## src/hdl/blk_pkg.sv

```systemverilog
/*
 * shared definitions for the block-chaining datapath
 *   word and block types, block count type
 *   chaining mode and direction encodings
 *   block kind tags used between gather and the stages
 */

package blk_pkg;

    // data widths
    localparam int WORD_W          = 32;
    localparam int WORDS_PER_BLOCK = 4;
    localparam int CNT_W           = 16;

    typedef logic [WORD_W-1:0] word_t;

    // word 0 sits in the most significant position
    typedef word_t [0:WORDS_PER_BLOCK-1] block_t;

    // number of data blocks minus one
    typedef logic [CNT_W-1:0] cnt_t;

    // chaining mode
    typedef logic [2:0] mode_t;

    localparam mode_t MODE_ECB = 3'h0;
    localparam mode_t MODE_CBC = 3'h1;
    localparam mode_t MODE_CTR = 3'h2;

    // direction
    typedef logic func_t;

    localparam func_t FUNC_ENC = 1'b0;
    localparam func_t FUNC_DEC = 1'b1;

    // role of a gathered block
    typedef logic [1:0] blk_kind_t;

    localparam blk_kind_t KIND_KEY  = 2'h0;
    localparam blk_kind_t KIND_IV   = 2'h1;
    localparam blk_kind_t KIND_DATA = 2'h2;

endpackage

```

## src/hdl/block_gather.sv

```systemverilog
/*
 * block_gather
 *   packs four input words into one block
 *   tags the block with the phase held by the sequencer
 */

`timescale 1ns/10ps

module block_gather (
    input  logic               clk,
    input  logic               rst,
    input  logic               in_valid,
    input  blk_pkg::word_t     in_word,
    input  blk_pkg::blk_kind_t cur_kind,
    output logic               gath_valid,
    output blk_pkg::block_t    gath_block,
    output blk_pkg::blk_kind_t gath_kind
);

    localparam int IDX_W = $clog2(blk_pkg::WORDS_PER_BLOCK);

    logic [IDX_W-1:0] word_cnt;
    logic             last_word;

    assign last_word = in_valid && (word_cnt == IDX_W'(blk_pkg::WORDS_PER_BLOCK - 1));

    // word position inside the current block
    always_ff @(posedge clk) begin
        if (rst) begin
            word_cnt   <= '0;
            gath_valid <= 1'b0;
        end else begin
            gath_valid <= last_word;
            if (in_valid) begin
                word_cnt <= word_cnt + 1'b1;
            end
        end
    end

    // shift register, word 0 ends up on top
    // stays stable in the gath_valid cycle since the next word lands after it
    always_ff @(posedge clk) begin
        if (in_valid) begin
            gath_block <= {gath_block[1:blk_pkg::WORDS_PER_BLOCK-1], in_word};
        end
        if (last_word) begin
            gath_kind <= cur_kind;
        end
    end

endmodule

```

## src/hdl/block_mode_top.sv

```systemverilog
/*
 * block_mode_top
 *   word stream in, gather, whitening, chaining, scatter, word stream out
 *   run sequencer for phases and completion
 */

`timescale 1ns/10ps

module block_mode_top (
    input  logic           clk,
    input  logic           rst,
    input  logic           start,
    input  blk_pkg::mode_t mode,
    input  blk_pkg::func_t func,
    input  blk_pkg::cnt_t  blocks,
    input  logic           ctr_le,
    input  logic           in_valid,
    input  blk_pkg::word_t in_word,
    output logic           out_valid,
    output blk_pkg::word_t out_word,
    output logic           busy,
    output logic           done
);

    logic               run_start;
    blk_pkg::blk_kind_t cur_kind;
    logic               gath_valid;
    blk_pkg::block_t    gath_block;
    blk_pkg::blk_kind_t gath_kind;
    logic               ciph_valid;
    blk_pkg::block_t    ciph_block;
    blk_pkg::block_t    ciph_data;
    blk_pkg::blk_kind_t ciph_kind;
    blk_pkg::block_t    chain_val;
    logic               res_valid;
    blk_pkg::block_t    res_block;
    logic               blk_sent;

    // stage options only change when no run is open
    assign run_start = start & ~busy;

    block_gather gather_i (
        .clk, .rst, .in_valid, .in_word, .cur_kind,
        .gath_valid, .gath_block, .gath_kind
    );

    block_seq seq_i (
        .clk, .rst, .start, .mode, .blocks, .gath_valid, .blk_sent,
        .cur_kind, .busy, .done
    );

    cipher_stage cipher_i (
        .clk, .rst, .start(run_start), .mode, .func,
        .gath_valid, .gath_block, .gath_kind, .chain_val,
        .ciph_valid, .ciph_block, .ciph_data, .ciph_kind
    );

    chain_stage chain_i (
        .clk, .rst, .start(run_start), .mode, .func, .ctr_le,
        .ciph_valid, .ciph_block, .ciph_data, .ciph_kind,
        .chain_val, .res_valid, .res_block
    );

    block_scatter scatter_i (
        .clk, .rst, .res_valid, .res_block,
        .out_valid, .out_word, .blk_sent
    );

endmodule

```

## src/hdl/block_scatter.sv

```systemverilog
/*
 * block_scatter
 *   holds a result block and sends it as four words, word 0 first
 */

`timescale 1ns/10ps

module block_scatter (
    input  logic            clk,
    input  logic            rst,
    input  logic            res_valid,
    input  blk_pkg::block_t res_block,
    output logic            out_valid,
    output blk_pkg::word_t  out_word,
    output logic            blk_sent
);

    localparam int IDX_W = $clog2(blk_pkg::WORDS_PER_BLOCK);

    blk_pkg::block_t  hold_q;
    logic [IDX_W-1:0] idx;

    // a new block may land in the cycle of the old block's last word
    always_ff @(posedge clk) begin
        if (rst) begin
            out_valid <= 1'b0;
            idx       <= '0;
        end else if (res_valid) begin
            out_valid <= 1'b1;
            idx       <= '0;
        end else if (out_valid) begin
            idx <= idx + 1'b1;
            if (blk_sent) begin
                out_valid <= 1'b0;
            end
        end
    end

    always_ff @(posedge clk) begin
        if (res_valid) begin
            hold_q <= res_block;
        end
    end

    assign out_word = hold_q[idx];
    assign blk_sent = out_valid && (idx == IDX_W'(blk_pkg::WORDS_PER_BLOCK - 1));

endmodule

```

## src/hdl/block_seq.sv

```systemverilog
/*
 * block_seq
 *   run FSM: key, iv, data and drain phases
 *   counts gathered and sent data blocks
 *   drives busy and the done pulse
 */

`timescale 1ns/10ps

module block_seq (
    input  logic               clk,
    input  logic               rst,
    input  logic               start,
    input  blk_pkg::mode_t     mode,
    input  blk_pkg::cnt_t      blocks,
    input  logic               gath_valid,
    input  logic               blk_sent,
    output blk_pkg::blk_kind_t cur_kind,
    output logic               busy,
    output logic               done
);

    typedef enum logic [2:0] {
        ST_IDLE,
        ST_KEY,
        ST_IV,
        ST_DATA,
        ST_DRAIN
    } state_t;

    state_t         state;
    blk_pkg::mode_t mode_q;
    blk_pkg::cnt_t  blocks_q;
    blk_pkg::cnt_t  gath_cnt;
    blk_pkg::cnt_t  sent_cnt;
    logic           sent_ok;

    // run options, only taken when a new run opens
    always_ff @(posedge clk) begin
        if (start && (state == ST_IDLE)) begin
            mode_q   <= mode;
            blocks_q <= blocks;
        end
    end

    // results may leave while later blocks are still arriving
    assign sent_ok = blk_sent && ((state == ST_DATA) || (state == ST_DRAIN));

    always_ff @(posedge clk) begin
        if (rst) begin
            state    <= ST_IDLE;
            gath_cnt <= '0;
            sent_cnt <= '0;
            done     <= 1'b0;
        end else begin
            done <= 1'b0;
            case (state)
                ST_IDLE: begin
                    if (start) begin
                        state    <= ST_KEY;
                        gath_cnt <= '0;
                        sent_cnt <= '0;
                    end
                end
                ST_KEY: begin
                    // ECB has no chaining value to load
                    if (gath_valid) begin
                        state <= (mode_q == blk_pkg::MODE_ECB) ? ST_DATA : ST_IV;
                    end
                end
                ST_IV: begin
                    if (gath_valid) begin
                        state <= ST_DATA;
                    end
                end
                ST_DATA: begin
                    if (gath_valid) begin
                        gath_cnt <= gath_cnt + 1'b1;
                        if (gath_cnt == blocks_q) begin
                            state <= ST_DRAIN;
                        end
                    end
                end
                default: begin
                end
            endcase

            // last block out closes the run
            if (sent_ok) begin
                sent_cnt <= sent_cnt + 1'b1;
                if (sent_cnt == blocks_q) begin
                    state <= ST_IDLE;
                    done  <= 1'b1;
                end
            end
        end
    end

    always_comb begin
        case (state)
            ST_KEY:  cur_kind = blk_pkg::KIND_KEY;
            ST_IV:   cur_kind = blk_pkg::KIND_IV;
            default: cur_kind = blk_pkg::KIND_DATA;
        endcase
    end

    assign busy = (state != ST_IDLE);

endmodule

```

## src/hdl/chain_stage.sv

```systemverilog
/*
 * chain_stage
 *   chaining value register, loaded from the IV block
 *   output and update rules per mode, CTR increment
 *   optional byte reversal around the counter increment
 */

`timescale 1ns/10ps

module chain_stage (
    input  logic               clk,
    input  logic               rst,
    input  logic               start,
    input  blk_pkg::mode_t     mode,
    input  blk_pkg::func_t     func,
    input  logic               ctr_le,
    input  logic               ciph_valid,
    input  blk_pkg::block_t    ciph_block,
    input  blk_pkg::block_t    ciph_data,
    input  blk_pkg::blk_kind_t ciph_kind,
    output blk_pkg::block_t    chain_val,
    output logic               res_valid,
    output blk_pkg::block_t    res_block
);

    blk_pkg::mode_t  mode_q;
    blk_pkg::func_t  func_q;
    logic            le_q;
    blk_pkg::block_t res_next;
    blk_pkg::block_t chain_next;

    function automatic blk_pkg::word_t bswap(input blk_pkg::word_t w);
        return {w[7:0], w[15:8], w[23:16], w[31:24]};
    endfunction

    // only word 3 counts, wraps at 2^32
    function automatic blk_pkg::block_t ctr_inc(input blk_pkg::block_t c, input logic le);
        blk_pkg::block_t r;
        blk_pkg::word_t  w;
        r    = c;
        w    = le ? bswap(c[3]) : c[3];
        w    = w + 1'b1;
        r[3] = le ? bswap(w) : w;
        return r;
    endfunction

    always_ff @(posedge clk) begin
        if (rst) begin
            mode_q    <= blk_pkg::MODE_ECB;
            func_q    <= blk_pkg::FUNC_ENC;
            le_q      <= 1'b0;
            res_valid <= 1'b0;
        end else begin
            if (start) begin
                mode_q <= mode;
                func_q <= func;
                le_q   <= ctr_le;
            end
            res_valid <= ciph_valid && (ciph_kind == blk_pkg::KIND_DATA);
        end
    end

    always_comb begin
        res_next   = ciph_block;
        chain_next = chain_val;
        case (mode_q)
            blk_pkg::MODE_CBC: begin
                if (func_q == blk_pkg::FUNC_ENC) begin
                    chain_next = ciph_block;
                end else begin
                    res_next   = ciph_block ^ chain_val;
                    chain_next = ciph_data;
                end
            end
            blk_pkg::MODE_CTR: begin
                res_next   = ciph_data ^ ciph_block;
                chain_next = ctr_inc(chain_val, le_q);
            end
            default: begin
            end
        endcase
    end

    always_ff @(posedge clk) begin
        if (ciph_valid) begin
            if (ciph_kind == blk_pkg::KIND_IV) begin
                chain_val <= ciph_block;
            end else begin
                chain_val <= chain_next;
            end
            res_block <= res_next;
        end
    end

endmodule

```

## src/hdl/cipher_stage.sv

```systemverilog
/*
 * cipher_stage
 *   key register
 *   forms the cipher input per mode and whitens it with the key
 */

`timescale 1ns/10ps

module cipher_stage (
    input  logic               clk,
    input  logic               rst,
    input  logic               start,
    input  blk_pkg::mode_t     mode,
    input  blk_pkg::func_t     func,
    input  logic               gath_valid,
    input  blk_pkg::block_t    gath_block,
    input  blk_pkg::blk_kind_t gath_kind,
    input  blk_pkg::block_t    chain_val,
    output logic               ciph_valid,
    output blk_pkg::block_t    ciph_block,
    output blk_pkg::block_t    ciph_data,
    output blk_pkg::blk_kind_t ciph_kind
);

    blk_pkg::mode_t  mode_q;
    blk_pkg::func_t  func_q;
    blk_pkg::block_t key_q;
    blk_pkg::block_t cipher_in;

    always_ff @(posedge clk) begin
        if (rst) begin
            mode_q     <= blk_pkg::MODE_ECB;
            func_q     <= blk_pkg::FUNC_ENC;
            ciph_valid <= 1'b0;
        end else begin
            if (start) begin
                mode_q <= mode;
                func_q <= func;
            end
            // key blocks stop here
            ciph_valid <= gath_valid && (gath_kind != blk_pkg::KIND_KEY);
        end
    end

    // CBC encrypt folds C in before whitening, CTR whitens the counter itself
    always_comb begin
        case (mode_q)
            blk_pkg::MODE_CBC:
                cipher_in = (func_q == blk_pkg::FUNC_ENC) ? (gath_block ^ chain_val) : gath_block;
            blk_pkg::MODE_CTR:
                cipher_in = chain_val;
            default:
                cipher_in = gath_block;
        endcase
    end

    always_ff @(posedge clk) begin
        if (gath_valid) begin
            if (gath_kind == blk_pkg::KIND_KEY) begin
                key_q <= gath_block;
            end
            ciph_kind <= gath_kind;
            ciph_data <= gath_block;
            // IV goes through untouched
            ciph_block <= (gath_kind == blk_pkg::KIND_IV) ? gath_block : (cipher_in ^ key_q);
        end
    end

endmodule

```

## config.mk

```make
export PLATFORM = sky130hd
export DESIGN_NAME = block_mode_top
export DESIGN_NICKNAME = d
export VERILOG_FILES = /design/src/hdl/blk_pkg.sv /design/src/hdl/block_gather.sv /design/src/hdl/block_mode_top.sv /design/src/hdl/block_scatter.sv /design/src/hdl/block_seq.sv /design/src/hdl/chain_stage.sv /design/src/hdl/cipher_stage.sv
export SDC_FILE = /design/constraint.sdc
export NUM_CORES = 2
export LEC_CHECK = 0
export BUFFER_PORTS_ARGS = -buffer_cell sky130_fd_sc_hd__buf_2
export CORE_MARGIN = 8
export CORE_UTILIZATION = 60
export CTS_CLUSTER_SIZE = 25
export DETAILED_ROUTE_END_ITERATION = 6
export PLACE_DENSITY = 0.77
export SLEW_MARGIN = 10
export SYNTH_ARGS = -nofsm -noshare
export SYNTH_HDL_FRONTEND = slang
export SYNTH_SLANG_ARGS = --single-unit
export TNS_END_PERCENT = 5
```

## constraint.sdc

```tcl
create_clock -name clk -period 39.6 [get_ports clk]
set_input_delay 3.96 -clock clk [delete_from_list [all_inputs] [get_ports clk]]
set_output_delay 3.96 -clock clk [all_outputs]
set_load 0.005 [all_outputs]
```

# --- Yosys cells after proc, flatten, opt, wreduce, memory -nomap -nowiden ---
# Index checks and enable logic that the tools add are counted.
totals:
  ramBits: 0
  wordCells: 131
  rom_bits: 0
  input_bits: 57
  n_memories: 0
  register_bits: 968
  latch_bits: 0
classes:
  n_reduce_logical: 24
  multipliers: 0
  magnitude_cmp: 1
  div: 0
  n_shift: 0
  n_addsub: 5
  eq_ne: 16
  bitwise: 8
  mux: 32
ops:
  columns: ["cell", "n"]
  rows:
  - ["one-hot mux 128 bit (2 select lines)", 3]
  - ["2-to-1 mux 128 bit", 5]
  - ["XOR 128 bit", 4]
  - ["2-to-1 mux 32 bit", 4]
  - ["binary-select mux 32 bit (select 2 bit)", 1]
  - ["2-to-1 mux 16 bit", 4]
  - ["adder 16 x 1 -> 16 bit (second input constant)", 2]
  - ["adder 32 x 1 -> 32 bit (second input constant)", 1]
  - ["equality test 16 bit", 2]
  - ["one-hot mux 16 bit (2 select lines)", 1]
  - ["2-to-1 mux 3 bit", 7]
  - ["one-hot mux 3 bit (4 select lines)", 1]
  - ["nonzero test 2 bit", 5]
  - ["equality test 3 x 2 -> 1 bit (second input constant)", 3]
  - ["equality test 2 bit (second input constant)", 3]
  - ["equality test 3 x 1 -> 1 bit (second input constant)", 2]
  - ["logical AND 1 bit", 6]
  - ["zero test 3 bit", 2]
  - ["AND reduction 2 bit", 3]
  - ["AND reduction 3 bit", 2]
  - ["nonzero test 3 bit", 2]
  - ["2-to-1 mux 1 bit", 5]
  - ["adder 2 x 1 -> 2 bit (second input constant)", 2]
  - ["equality test 2 x 1 -> 1 bit (second input constant)", 2]
  - ["11 further kinds", 14]

# --- Longest topological paths before layout ---
depth:
  word_depth: 6
  depth_mapped: 12
  ltp_nobuf: 8

# --- Cells and area by module ---
# A second synthesis with hierarchy kept.
hier_totals:
  hier_cells: 3978
  hier_area_um2: 48212.5
modules_own_cells:
  columns: ["mod", "area_per_inst_um2", "seq_area_each_um2", "instances", "cells_each"]
  rows:
  - ["cipher_stage", 22838.2, 11691.2, 1, 2100]
  - ["chain_stage", 13802.0, 7807.5, 1, 1278]
  - ["block_scatter", 4788.3, 3903.7, 1, 180]
  - ["block_gather", 4025.1, 3963.8, 1, 140]
  - ["block_seq", 2745.1, 1291.2, 1, 279]
  - ["block_mode_top", 13.8, 0.0, 1, 1]

# --- Worst setup path before layout ---
# Ideal clock, no wire load.
synth_path:
  path_type: "flip-flop to flip-flop"
  startpoint: "reg gather_i.gath_valid"
  endpoint: "reg cipher_i.key_q[0] in the netlist's numbering (enable)"
  stages_incl_launch_ff: 3
  setup_ps: 771
  path_slack_ps: 23131
  arrival_time_ps: 15698
  n_path_buf: 0
  cell_sequence: "dfxtp_1 inv_1 nor3_1"
synth_via:
  elab_chain_cells: 1
synth_rtl:
  columns: ["item", "line_no", "rtl"]
  rows:
  - ["start: declaration", "block_gather.sv:15", "output logic gath_valid,"]
  - ["start signal: assignment", "block_gather.sv:33", "gath_valid <= last_word;"]
  - ["AND reduction 2 bit (no line)", null, null]
  - ["end signal: assignment", "cipher_stage.sv:60", "key_q <= gath_block;"]
  - ["end: declaration", "cipher_stage.sv:27", "blk_pkg::block_t key_q;"]
# Every way passes these cells.
# A chain may end at the register's enable or synchronous reset.

# --- Worst setup path after layout ---
layout_path:
  startpoint: "reg scatter_i.idx[0]"
  endpoint: "out out_word[21]"
layout_via:
  elab_chain_cells: 4
layout_rtl:
  columns: ["item", "line_no", "rtl"]
  rows:
  - ["start: declaration", "block_scatter.sv:21", "logic [IDX_W-1:0] idx;"]
  - ["start signal: assignment", "block_scatter.sv:32", "idx <= idx + 1'b1;"]
  - ["NOT 2 -> 3 bit (implied by the code)", "block_scatter.sv:45", "assign out_word = hold_q[idx];"]
  - ["binary-select mux 32 bit (select 2 bit)", "block_scatter.sv:45", null]
  - ["2-to-1 mux 32 bit (implied by the code) (2 in series)", "block_scatter.sv:45", null]
  - ["end: declaration", "block_mode_top.sv:20", "output blk_pkg::word_t out_word,"]
# Every way passes these cells. The select of a mux whose other input is x is not followed.

==> flow_summary.yaml <==
synthesis:
  synthXorXnorAreaFrac_pct: 6.56
  yosys.area.top_type: "edfxtp_1"
  synth_area_leaders: "edfxtp_1 (62%), xnor2_1 (5.7%), a22oi_1 (4.5%), a21oi_1 (3.7%), nor2_1 (2.6%)"
  synth_compound_area_share_pct: 17.5
  synth_area_um2: 44400
  synthAdderAreaFrac_pct: 0.141
  ys_types: 73
  synth_top_family_by_area: "compound AO/OA/AOI/OAI gates"
  ys_ff_latch: 968
  synth_edf_count: 919
  avgSynthCellArea_um2: 13.1
  async_flop_share_pct: 0
  synth_top_area_share_pct: 62.1
  synth_fp_nets: 3442
  synth_common_cells: "edfxtp_1 (919), a21oi_1 (326), nor2_1 (307), xnor2_1 (290), a22oi_1 (265)"
  ys_warn_count: 0
  synth_ff_type: "edfxtp_1"
  synth-simple-area-share_pct: 6.69
  yosysSeqAreaShare_pct: 64.3
  synth_most_common_cell: "edfxtp_1"
  muxShareOfSynthArea_pct: 2.05
  netlist_instances: 3380
floorplan:
  start_util_pct: 60.8
  die_area_um2: 83000
  core_region_area_um2: 73100
  ios: 92
  fp.dieH_um: 288
  num_rows: 99
  die_width_um: 288
flow_run:
  cap_violations: 0
drt:
  ant_nets: 0
  drt-pass1-iter-count: 7
  vias_per_cell: 6.88
  num_vias: 30300
  post_drt_wl_per_cell_um: 25.5
  initialDrtViolationCount: 3983
  wirelength_mm: 112
  route.detailed.drc: 5
layout:
  layout-drive-gt1-share_pct: 12.2
  layout.nets: 3427
  syn_to_final_growth_pct: 8.94
  final_area_um2: 48400
  utilization_pct: 66.2
  n_fill_cell: 5079
sta:
  rsz0062_at_grt: "false"
  setup_tns_ns: 0
  setup_violations: 0
  min_period_ns: 6.37
  clock_skew_ns: 0.0302
  drv_slew: 0
  timing.final.crit_share_pct: 16.1
  tightest_slew_ns: 1.33
  final_hold_viol_count: 0
  relSlewSlack_pct: 11.1
  fmax_ghz: 0.157
  hold_ws_ns: 0.417
clocking:
  clk_latency_ns: 0.67
  cts-resized-gates: 0
  clk_pin_slew_worst_paths_ns: 0.06
  cts_sinks: 968
  cts_hold_buffers: 0
  h-tree-depth: 3
  root_buffer: "clkbuf_16"
  clock_path_buffers: 3
  cts_setup_buffers: 0
  cts_tree: "done"
  cts_buffers: 97
grt:
  overflow: 0
  first_global_vias: 29900
  antenna_found_initial: 2
  grt_pass1_wl_mm: 171
  grt_max_degree: 204
  grt_use_total_pct: 26.4
status:
  violations: "DRC"
  outcome: "finished with violations"
worst_setup_path:
  critPathMaxFanout: 32
  cp-end-kind: "output port"
  worstPathRequired_ns: 35.64
  crit_type: "reg2out"
  critPathLaunchType: "register"
  critPathArrivalTime_ns: 2.41
pwr:
  p_per_area_nw_per_um2: 45.1
  p_leak_nw: 15.3
  irDropWorstVdd_uv: 29.9
place:
  hpwl_mm: 63.6
  gp_congestion: 0.873
  portBuffers: 91
  placed_area_um2: 45300
hold_path:
  hold_class: "reg2reg"
==> critical path: stages (launching register included) <==
cell and delay, ns:
dfxtp_2 0.35, buf_4 0.62, mux4_2 0.60, buf_2 0.14
==> logic make-up (layout without fill, tap and decap cells) <==
| logic type | Yosys count | after routing |
|---|---|---|
| other | 0 | 1 |
| buffers and inverters | 248 | 308 |
| multiplexers | 50 | 50 |
| AO/OA/AOI/OAI | 1137 | 1137 |
| AND/OR/NAND/NOR | 639 | 639 |
| flip-flops | 968 | 968 |
| adder cells (fa/ha/maj) | 5 | 5 |
| XOR/XNOR | 333 | 333 |
==> worst paths after layout <==
kind / slack [ns] / depth (start not counted) / end / startpoint
setup reg to reg: 34.76 / 6 / chain_i.chain_val[15] / cipher_i.mode_q[2]
hold / removal: 0.42 / 0 / scatter_i.hold_q[28] / chain_i.res_block[28]
setup / recovery: 33.23 / 3 / out_word[21] / scatter_i.idx[0]
hold reg to reg: 0.42 / 0 / scatter_i.hold_q[28] / chain_i.res_block[28]
==> layout make-up <==
cell class	count	area (um^2)	share of cell area, %
Sequential cell	968	28600	59.1
Inverter	14	52.6	0.109
Timing Repair Buffer	120	704	1.46
Clock inverter	57	607	1.25
Antenna cell	1	2.50	0.00517
Tap cell	959	1200	2.48
Clock buffer	117	2520	5.21
Multi-Input combinational cell	2164	14700	30.4
==> routing by layer <==
layer  global-route usage (%)  wire length [um]  vias up
li1                         -                 -    13200
met1                     35.1             42500    14900
met2                     42.8             54000     1889
met3                     4.02             11100      299
met4                     12.3              4610        2
met5                        0                13        -
==> registers in the layout, summed over array words and instances (netlist names), 16 cells and up <==
register             cells
chain_i.chain_val      128
chain_i.res_block      128
cipher_i.ciph_block    128
cipher_i.ciph_data     128
cipher_i.key_q         128
gather_i.gath_block    128
scatter_i.hold_q       128
seq_i.blocks_q          16
seq_i.gath_cnt          16
seq_i.sent_cnt          16
==> cells in the final DEF (no fill, tap or decap), drive strengths merged, types with 20 or more instances in the layout <==
| cell | netlist | layout |
|---|---|---|
| a22oi | 265 | 265 |
| a311oi | 128 | 128 |
| nand4 | 20 | 20 |
| xnor2 | 290 | 290 |
| a22o | 97 | 97 |
| mux4 | 32 | 32 |
| clkinv | 0 | 42 |
| a21oi | 418 | 418 |
| clkbuf | 156 | 117 |
| nand2 | 50 | 50 |
| buf | 78 | 120 |
| dfxtp | 49 | 49 |
| nor2 | 308 | 308 |
| o21ai | 166 | 166 |
| xor2 | 43 | 43 |
| edfxtp | 919 | 919 |
| nand3 | 163 | 163 |
==> stage by stage <==
step / setup slack (ns) / total power, mW / cells
2_1_floorplan: 23.13 / 1.25 / 3380
3_3_place_gp: 33.76 / 1.28 / 4225
3_5_place_dp: 33.69 / 1.29 / 4225
4_1_cts: 33.12 / 2.19 / 4399
5_1_grt: 33.06 / 2.24 / 4399
6_report: 33.23 / 2.18 / 4400
==> where the power goes <==
| group | switching, mW | leakage (nW) | internal (mW) | total [mW] |
|---|---|---|---|---|
| Sequential | 0.0204 | 8.78 | 1.13 | 1.15 |
| Combinational | 0.0734 | 4.98 | 0.0389 | 0.112 |
| Clock | 0.396 | 1.53 | 0.521 | 0.917 |
(Power assumes the default switching activity.)
